### src/rtl/permuteConsts.svh
`ifndef PERMUTE_CONSTS_SVH
`define PERMUTE_CONSTS_SVH

// functions of seven variables
`define PERM_VAR_COUNT 7

// one truth-table bit per input assignment
`define PERM_TABLE_BITS (1 << `PERM_VAR_COUNT)

// 4! orderings of variables 3..6
`define PERM_RESULT_BITS 24

`endif

### src/rtl/permutePkg.sv
`include "permuteConsts.svh"

package permutePkg;

    // bit i is the function value at assignment i, bit k of i is variable k
    typedef logic [`PERM_TABLE_BITS-1:0] truthTable;

    // msb first: ABCD ABDC ACBD ACDB ADBC ADCB, then the B, C and D groups
    typedef logic [`PERM_RESULT_BITS-1:0] permMask;

    typedef struct packed {
        truthTable top; // upper half
        truthTable bot;
    } tablePair;

endpackage

### src/rtl/varSwap.sv
`include "permuteConsts.svh"

// exchanges variables varA and varB of a truth table
module varSwap #(
    parameter int varA = 3,
    parameter int varB = 4
) (
    input  permutePkg::truthTable tableIn,
    output permutePkg::truthTable tableOut
);

    localparam int swapBits = (1 << varA) | (1 << varB);

    for (genvar i = 0; i < `PERM_TABLE_BITS; i++) begin : gBit
        localparam int bitA = (i >> varA) & 1;
        localparam int bitB = (i >> varB) & 1;
        // same assignment with the two variable values traded
        localparam int srcIdx = (i & ~swapBits) | (bitA << varB) | (bitB << varA);

        assign tableOut[i] = tableIn[srcIdx];
    end

endmodule

### src/rtl/permuteCheck2.sv
// checks bot and its 5/6 swapped form against top
module permuteCheck2 (
    input  permutePkg::truthTable top,
    input  permutePkg::truthTable bot,
    output logic [1:0]            below
);

    permutePkg::truthTable botSwap56;

    varSwap #(
        .varA (5),
        .varB (6)
    ) swap56 (
        .tableIn  (bot),
        .tableOut (botSwap56)
    );

    // below when no bit is 1 in bot and 0 in top
    assign below[1] = ~|(bot & ~top);       // bot as given
    assign below[0] = ~|(botSwap56 & ~top); // variables 5 and 6 traded

endmodule

### src/rtl/permuteCheck24.sv
// all 24 orderings of variables 3..6 (A..D) of bot, each tested below top
module permuteCheck24 (
    input  permutePkg::truthTable top,
    input  permutePkg::truthTable bot,
    output permutePkg::permMask   validMask
);

    permutePkg::truthTable botBACD, botCBAD, botDBCA;
    permutePkg::truthTable botACBD, botBCAD, botCABD, botDCBA;
    permutePkg::truthTable botADCB, botBDCA, botCDAB, botDACB;

    logic [1:0] fromABCD, fromBACD, fromCBAD, fromDBCA;
    logic [1:0] fromACBD, fromBCAD, fromCABD, fromDCBA;
    logic [1:0] fromADCB, fromBDCA, fromCDAB, fromDACB;

    // base tables, one per choice of the leading variable
    varSwap #(.varA(3), .varB(4)) swap34 (.tableIn(bot), .tableOut(botBACD));
    varSwap #(.varA(3), .varB(5)) swap35 (.tableIn(bot), .tableOut(botCBAD));
    varSwap #(.varA(3), .varB(6)) swap36 (.tableIn(bot), .tableOut(botDBCA));

    // 4/5 swap of each base table
    varSwap #(.varA(4), .varB(5)) swap33x45 (.tableIn(bot),     .tableOut(botACBD));
    varSwap #(.varA(4), .varB(5)) swap34x45 (.tableIn(botBACD), .tableOut(botBCAD));
    varSwap #(.varA(4), .varB(5)) swap35x45 (.tableIn(botCBAD), .tableOut(botCABD));
    varSwap #(.varA(4), .varB(5)) swap36x45 (.tableIn(botDBCA), .tableOut(botDCBA));

    // 4/6 swap of each base table
    varSwap #(.varA(4), .varB(6)) swap33x46 (.tableIn(bot),     .tableOut(botADCB));
    varSwap #(.varA(4), .varB(6)) swap34x46 (.tableIn(botBACD), .tableOut(botBDCA));
    varSwap #(.varA(4), .varB(6)) swap35x46 (.tableIn(botCBAD), .tableOut(botCDAB));
    varSwap #(.varA(4), .varB(6)) swap36x46 (.tableIn(botDBCA), .tableOut(botDACB));

    // each checker also covers the 5/6 swap of its table
    permuteCheck2 checkABCD (.top(top), .bot(bot),     .below(fromABCD)); // ABCD, ABDC
    permuteCheck2 checkBACD (.top(top), .bot(botBACD), .below(fromBACD)); // BACD, BADC
    permuteCheck2 checkCBAD (.top(top), .bot(botCBAD), .below(fromCBAD)); // CBAD, CBDA
    permuteCheck2 checkDBCA (.top(top), .bot(botDBCA), .below(fromDBCA)); // DBCA, DBAC

    permuteCheck2 checkACBD (.top(top), .bot(botACBD), .below(fromACBD)); // ACBD, ACDB
    permuteCheck2 checkBCAD (.top(top), .bot(botBCAD), .below(fromBCAD)); // BCAD, BCDA
    permuteCheck2 checkCABD (.top(top), .bot(botCABD), .below(fromCABD)); // CABD, CADB
    permuteCheck2 checkDCBA (.top(top), .bot(botDCBA), .below(fromDCBA)); // DCBA, DCAB

    permuteCheck2 checkADCB (.top(top), .bot(botADCB), .below(fromADCB)); // ADCB, ADBC
    permuteCheck2 checkBDCA (.top(top), .bot(botBDCA), .below(fromBDCA)); // BDCA, BDAC
    permuteCheck2 checkCDAB (.top(top), .bot(botCDAB), .below(fromCDAB)); // CDAB, CDBA
    permuteCheck2 checkDACB (.top(top), .bot(botDACB), .below(fromDACB)); // DACB, DABC

    // the 4/6 checkers report in reverse order within their group
    assign validMask = {
        fromABCD, fromACBD, fromADCB[0], fromADCB[1], // group A
        fromBACD, fromBCAD, fromBDCA[0], fromBDCA[1], // group B
        fromCBAD, fromCABD, fromCDAB[0], fromCDAB[1], // group C
        fromDBCA, fromDCBA, fromDACB[0], fromDACB[1]  // group D
    };

endmodule

### src/rtl/fourPhaseStage.sv
// one-entry register stage, four-phase req/ack upstream and downstream
module fourPhaseStage #(
    parameter type payloadType = logic
) (
    input  logic       clk,
    input  logic       arstN,
    input  logic       upReq,
    output logic       upAck,
    input  payloadType upData,
    output logic       downReq,
    input  logic       downAck,
    output payloadType downData
);

    logic       full;
    payloadType dataQ;

    logic capture;

    // new item only once the previous upstream cycle has fully closed
    assign capture = !full && upReq && !upAck;

    always_ff @(posedge clk or negedge arstN) begin
        if (!arstN) begin
            full    <= 1'b0;
            upAck   <= 1'b0;
            downReq <= 1'b0;
        end else begin
            if (capture) begin
                full    <= 1'b1;
                upAck   <= 1'b1;
                downReq <= 1'b1;
            end else begin
                if (upAck && !upReq) begin
                    upAck <= 1'b0; // upstream return to zero
                end
                if (downReq && downAck) begin
                    downReq <= 1'b0;
                end
                if (full && !downReq && !downAck) begin
                    full <= 1'b0; // downstream cycle closed
                end
            end
        end
    end

    always_ff @(posedge clk) begin
        if (capture) begin
            dataQ <= upData;
        end
    end

    assign downData = dataQ;

    // receiver may sample downData any time while req is up
    assertDownStable: assert property (@(posedge clk) disable iff (!arstN)
        $past(downReq) && downReq |-> $stable(downData))
        else $error("downData changed while downReq high");

    assertAckAfterReq: assert property (@(posedge clk) disable iff (!arstN)
        $rose(upAck) |-> $past(upReq))
        else $error("upAck rose without upReq");

endmodule

### src/rtl/permuteCheckTop.sv
// input stage -> 24-way permutation check -> result stage
module permuteCheckTop (
    input  logic                  clk,
    input  logic                  arstN,
    input  logic                  inReq,
    output logic                  inAck,
    input  permutePkg::truthTable inTop,
    input  permutePkg::truthTable inBot,
    output logic                  outReq,
    input  logic                  outAck,
    output permutePkg::permMask   outMask
);

    permutePkg::tablePair pairIn;
    permutePkg::tablePair pairHeld;
    permutePkg::permMask  maskComb;

    logic midReq;
    logic midAck;

    assign pairIn = {inTop, inBot}; // top in the upper half

    fourPhaseStage #(
        .payloadType (permutePkg::tablePair)
    ) inStage (
        .clk      (clk),
        .arstN    (arstN),
        .upReq    (inReq),
        .upAck    (inAck),
        .upData   (pairIn),
        .downReq  (midReq),
        .downAck  (midAck),
        .downData (pairHeld)
    );

    // pairHeld stays put while midReq is high, so the mask is settled
    permuteCheck24 check (
        .top       (pairHeld.top),
        .bot       (pairHeld.bot),
        .validMask (maskComb)
    );

    fourPhaseStage #(
        .payloadType (permutePkg::permMask)
    ) outStage (
        .clk      (clk),
        .arstN    (arstN),
        .upReq    (midReq),
        .upAck    (midAck),
        .upData   (maskComb),
        .downReq  (outReq),
        .downAck  (outAck),
        .downData (outMask)
    );

    // sender must hold the pair until the subsystem acknowledges it
    assertInStable: assert property (@(posedge clk) disable iff (!arstN)
        $past(inReq && !inAck) && inReq |-> $stable({inTop, inBot}))
        else $error("inTop/inBot changed before inAck");

endmodule

### config.mk
export PLATFORM = sky130hd
export DESIGN_NAME = permuteCheckTop
export DESIGN_NICKNAME = d
export VERILOG_FILES = /design/src/rtl/permutePkg.sv /design/src/rtl/varSwap.sv /design/src/rtl/permuteCheck2.sv /design/src/rtl/permuteCheck24.sv /design/src/rtl/fourPhaseStage.sv /design/src/rtl/permuteCheckTop.sv
export VERILOG_INCLUDE_DIRS = /design/src /design/src/rtl
export SDC_FILE = /design/constraint.sdc
export NUM_CORES = 1
export LEC_CHECK = 0
export ABC_CLOCK_PERIOD_IN_PS = 7200
export BUFFER_PORTS_ARGS = -buffer_cell sky130_fd_sc_hd__buf_2
export CAP_MARGIN = 25
export CORE_MARGIN = 3
export CORE_UTILIZATION = 55
export CTS_CLUSTER_SIZE = 28
export DETAILED_ROUTE_END_ITERATION = 7
export PLACE_DENSITY = 0.81
export SKIP_LAST_GASP = 1
export SLEW_MARGIN = 20
export SYNTH_ARGS = -nofsm -noshare
export SYNTH_HDL_FRONTEND = slang
export SYNTH_SLANG_ARGS = --single-unit
export TNS_END_PERCENT = 30
### constraint.sdc
create_clock -name clk -period 7.2 [get_ports clk]
set_input_delay 0.72 -clock clk [delete_from_list [all_inputs] [get_ports clk]]
set_output_delay 0.72 -clock clk [all_outputs]
set_load 0.02 [all_outputs]
==> results_dict.tcl <==
set metrics [dict create \
    seqPwrFrac 0.518 \
    syn_inst 999 \
    clock_latency_ns 0.57 \
    power.switching_mw 1.46 \
    crit_fanout 4 \
    yosysSeqAreaShare 0.650 \
    drtAntennaViolNets 0 \
    endpoint_kind "flop" \
    die-area_sq_mm 0.0258 \
    place_hpwl_um 34400 \
    dieWidth_um 161 \
    drt_iter0_markers 1315 \
    post_cts.repair.setup_buffers 0 \
    synth_area_sq_mm 0.0132 \
    rrSetupSlack_ns 4.62 \
    setup_viol 0 \
    synth_async_sr_flop_share 0.0210 \
    p_leak_nw 5.76 \
    via_per_inst 6.26 \
    cts_resized 0 \
    run_status "completed" \
    yosys_warnings 0 \
    synthDominantCellAreaShare 0.639 \
    rsz0062_at_grt "no" \
    fin_skew_ns 0.0192 \
    clk_pin_slew_ns 0.07 \
    fin_cells 1658 \
    synth_top_cell_by_area "edfxtp_1" \
    final.setup.tns_ns 0 \
    port_buffers 285 \
    cts.htree.levels 1 \
    fin_crit_sh 0.358 \
    path_cells "nand2b_1 > o2111ai_1 > nor4_1 > nand2_1 > nor4_1" \
    crit_top_cell "nor4_1" \
    numCtsBuffers 29 \
    synth.net_count 1259 \
    top_level_ports 286 \
    cts-root-buf "clkbuf_16" \
    critPathMaxStageDelay_ns 1.00 \
    core.rowCount 55 \
    grt_pass1_vias 10300 \
    nets 1584 \
    peakVddDrop_mv 0.260 \
    clock.fmax_mhz 388 \
    drive_gt1_frac 0.265 \
    start_util 0.571 \
    core_sq_mm 0.0231 \
    placed_cells 1604 \
    ys_types 25 \
    wl_um 45000 \
    antenna_cells 0 \
    grt.overflow.total 0 \
    place_congestion 1.03 \
    hold_viol 0 \
    power.density_mw_per_mm2 302 \
    cts_tree "built" \
    synth_edf_count 280 \
    switching_share 0.301 \
    ctsLongestPathBuffers 3 \
    synth.most_common_cell "nand2b_1" \
    antenna_found_initial 0 \
    maxSlewViolCount 0 \
    clkPwrFrac 0.306 \
    track_usage 0.342 \
    synth_area_leaders "edfxtp_1 64%, nand2b_1 18%, o2111ai_1 8.4%" \
    cp_slowest_cell "nor4_1" \
    crit_path_start_kind "flop" \
    dieHeight_um 161 \
    drt_pass1_iterations 5 \
    cts.sinks 286 \
    comb_power_share 0.176 \
    slew_headroom 0.226 \
    grt_max_degree 160 \
    vias 10400 \
    synthTopCellsByCount "378 x nand2b_1, 280 x edfxtp_1, 127 x o2111ai_1, 49 x nor4_1, 46 x nand2_1" \
    area_growth_pct 21.6 \
    remaining_drc_errors 0 \
    grt_pass1_wl_um 65800 \
    worstMarginPinSlew_ns 1.15 \
    cp.arrival_ns 2.92 \
    hp-class "in2reg" \
    cap_violations 0 \
    ys.flop_type "edfxtp_1" \
    crit_required_ns 7.54 \
    p_int_mw 3.38 \
    post-route-min-period_ns 2.58 \
    path_class "reg2reg" \
    cts_hold_buf 1 \
    ys_ff_latch 286 \
    avgSynthCellArea_sq_um 13.2 \
    fillers 1626 \
    wl_per_cell_um 27.2 \
]
[flip-flops by register name, indices dropped and copies added (netlist names)]
name,count
inStage.downData,256
inStage.downReq,1
inStage.full,1
inStage.upAck,1
outStage.downData,24
outStage.downReq,1
outStage.full,1
outStage.upAck,1
[final timing paths]
check,from,end,cells after the start
setup / recovery,inStage.downData[63],outStage.downData[6],5
hold / removal,inTop[12],inStage.downData[140],1
setup reg to reg,inStage.downData[63],outStage.downData[6],5
hold reg to reg,inStage.full,inStage.upAck,1
max in group asynchronous,arstN,inStage.upAck,2
min in group asynchronous,arstN,inStage.downReq,2
[metal layers]
metal  track usage  share of wire  routed length (um)
met2         0.546           0.46               20900
met4         0.125          0.045                2020
met5             0              0                   0
met1         0.477           0.39               17500
met3        0.0624           0.10                4680
[cell families after synthesis]
group,Yosys count,share of synthesized area
DFF,286,0.650
buffers and inverters,56,0.0160
AOI/OAI and AO/OA,157,0.104
and+or+nand+nor,500,0.230
[final cells by class]
type,count,area [sq um],share of cell area
Multi-Input combinational cell,657,4400,0.275
Clock buffer,34,744,0.0465
Clock inverter,18,186,0.0116
Timing Repair Buffer,294,1500,0.0940
Inverter,56,218,0.0136
Tap cell,313,392,0.0245
Sequential cell,286,8560,0.535
[worst max-delay path: cells and delay by family (launching register included)]
| family | cells | cell delay [ns] |
|---|---|---|
| and+or+nand+nor | 4 | 1.66 |
| DFF | 1 | 0.49 |
| AOI/OAI and AO/OA | 1 | 0.19 |
[power groups by stage]
stage	Sequential, mW	Clock (mW)	Combinational, mW
detailed placement	2.51	0	0.836
CTS	2.49	1.49	0.841
floorplan	2.49	0	0.479
global route	2.52	1.56	0.917
finish	2.50	1.48	0.851
global placement	2.52	0	0.825
[per-stage QoR]
stage	hold slack [ns]	cell area (sq um)	setup WS, ns	util	power [mW]
3_5_place_dp	0.482	15100	4.58	0.653	3.35
2_1_floorplan	0.424	13200	0.846	-	2.97
5_1_grt	0.316	16000	4.50	0.694	4.99
4_1_cts	0.308	16000	4.71	0.694	4.82
3_3_place_gp	0.462	15000	4.61	0.653	3.34
6_report	0.324	16000	4.62	0.694	4.83
[cell usage in the layout (no fill, tap or decap)]
cell type,instances
nand2_1,46
nor2b_1,7
a2111oi_4,1
buf_2,287
nand2b_1,378
nor4_1,48
or2_2,1
inv_6,2
nor3_1,5
o2111ai_1,127
nor4_2,1
clkinv_2,4
inv_16,1
edfxtp_1,280
clkinv_4,1
or2b_1,3
clkinvlp_4,1
o22ai_1,6
o21ai_0,3
inv_2,17
nand4_1,8
dfrtp_1,6
buf_12,1
clkinv_1,9
nor4_4,1
clkbuf_16,29
nand4_2,1
clkbuf_1,5
inv_1,35
a21boi_0,2
buf_4,5
a2111o_1,1
a22o_1,6
a221oi_1,8
bufinv_16,3
inv_8,1
nor2_1,1
a2111oi_0,3
dlygate4sd3_1,1
No activity file was read; power rests on OpenSTA's default activity.
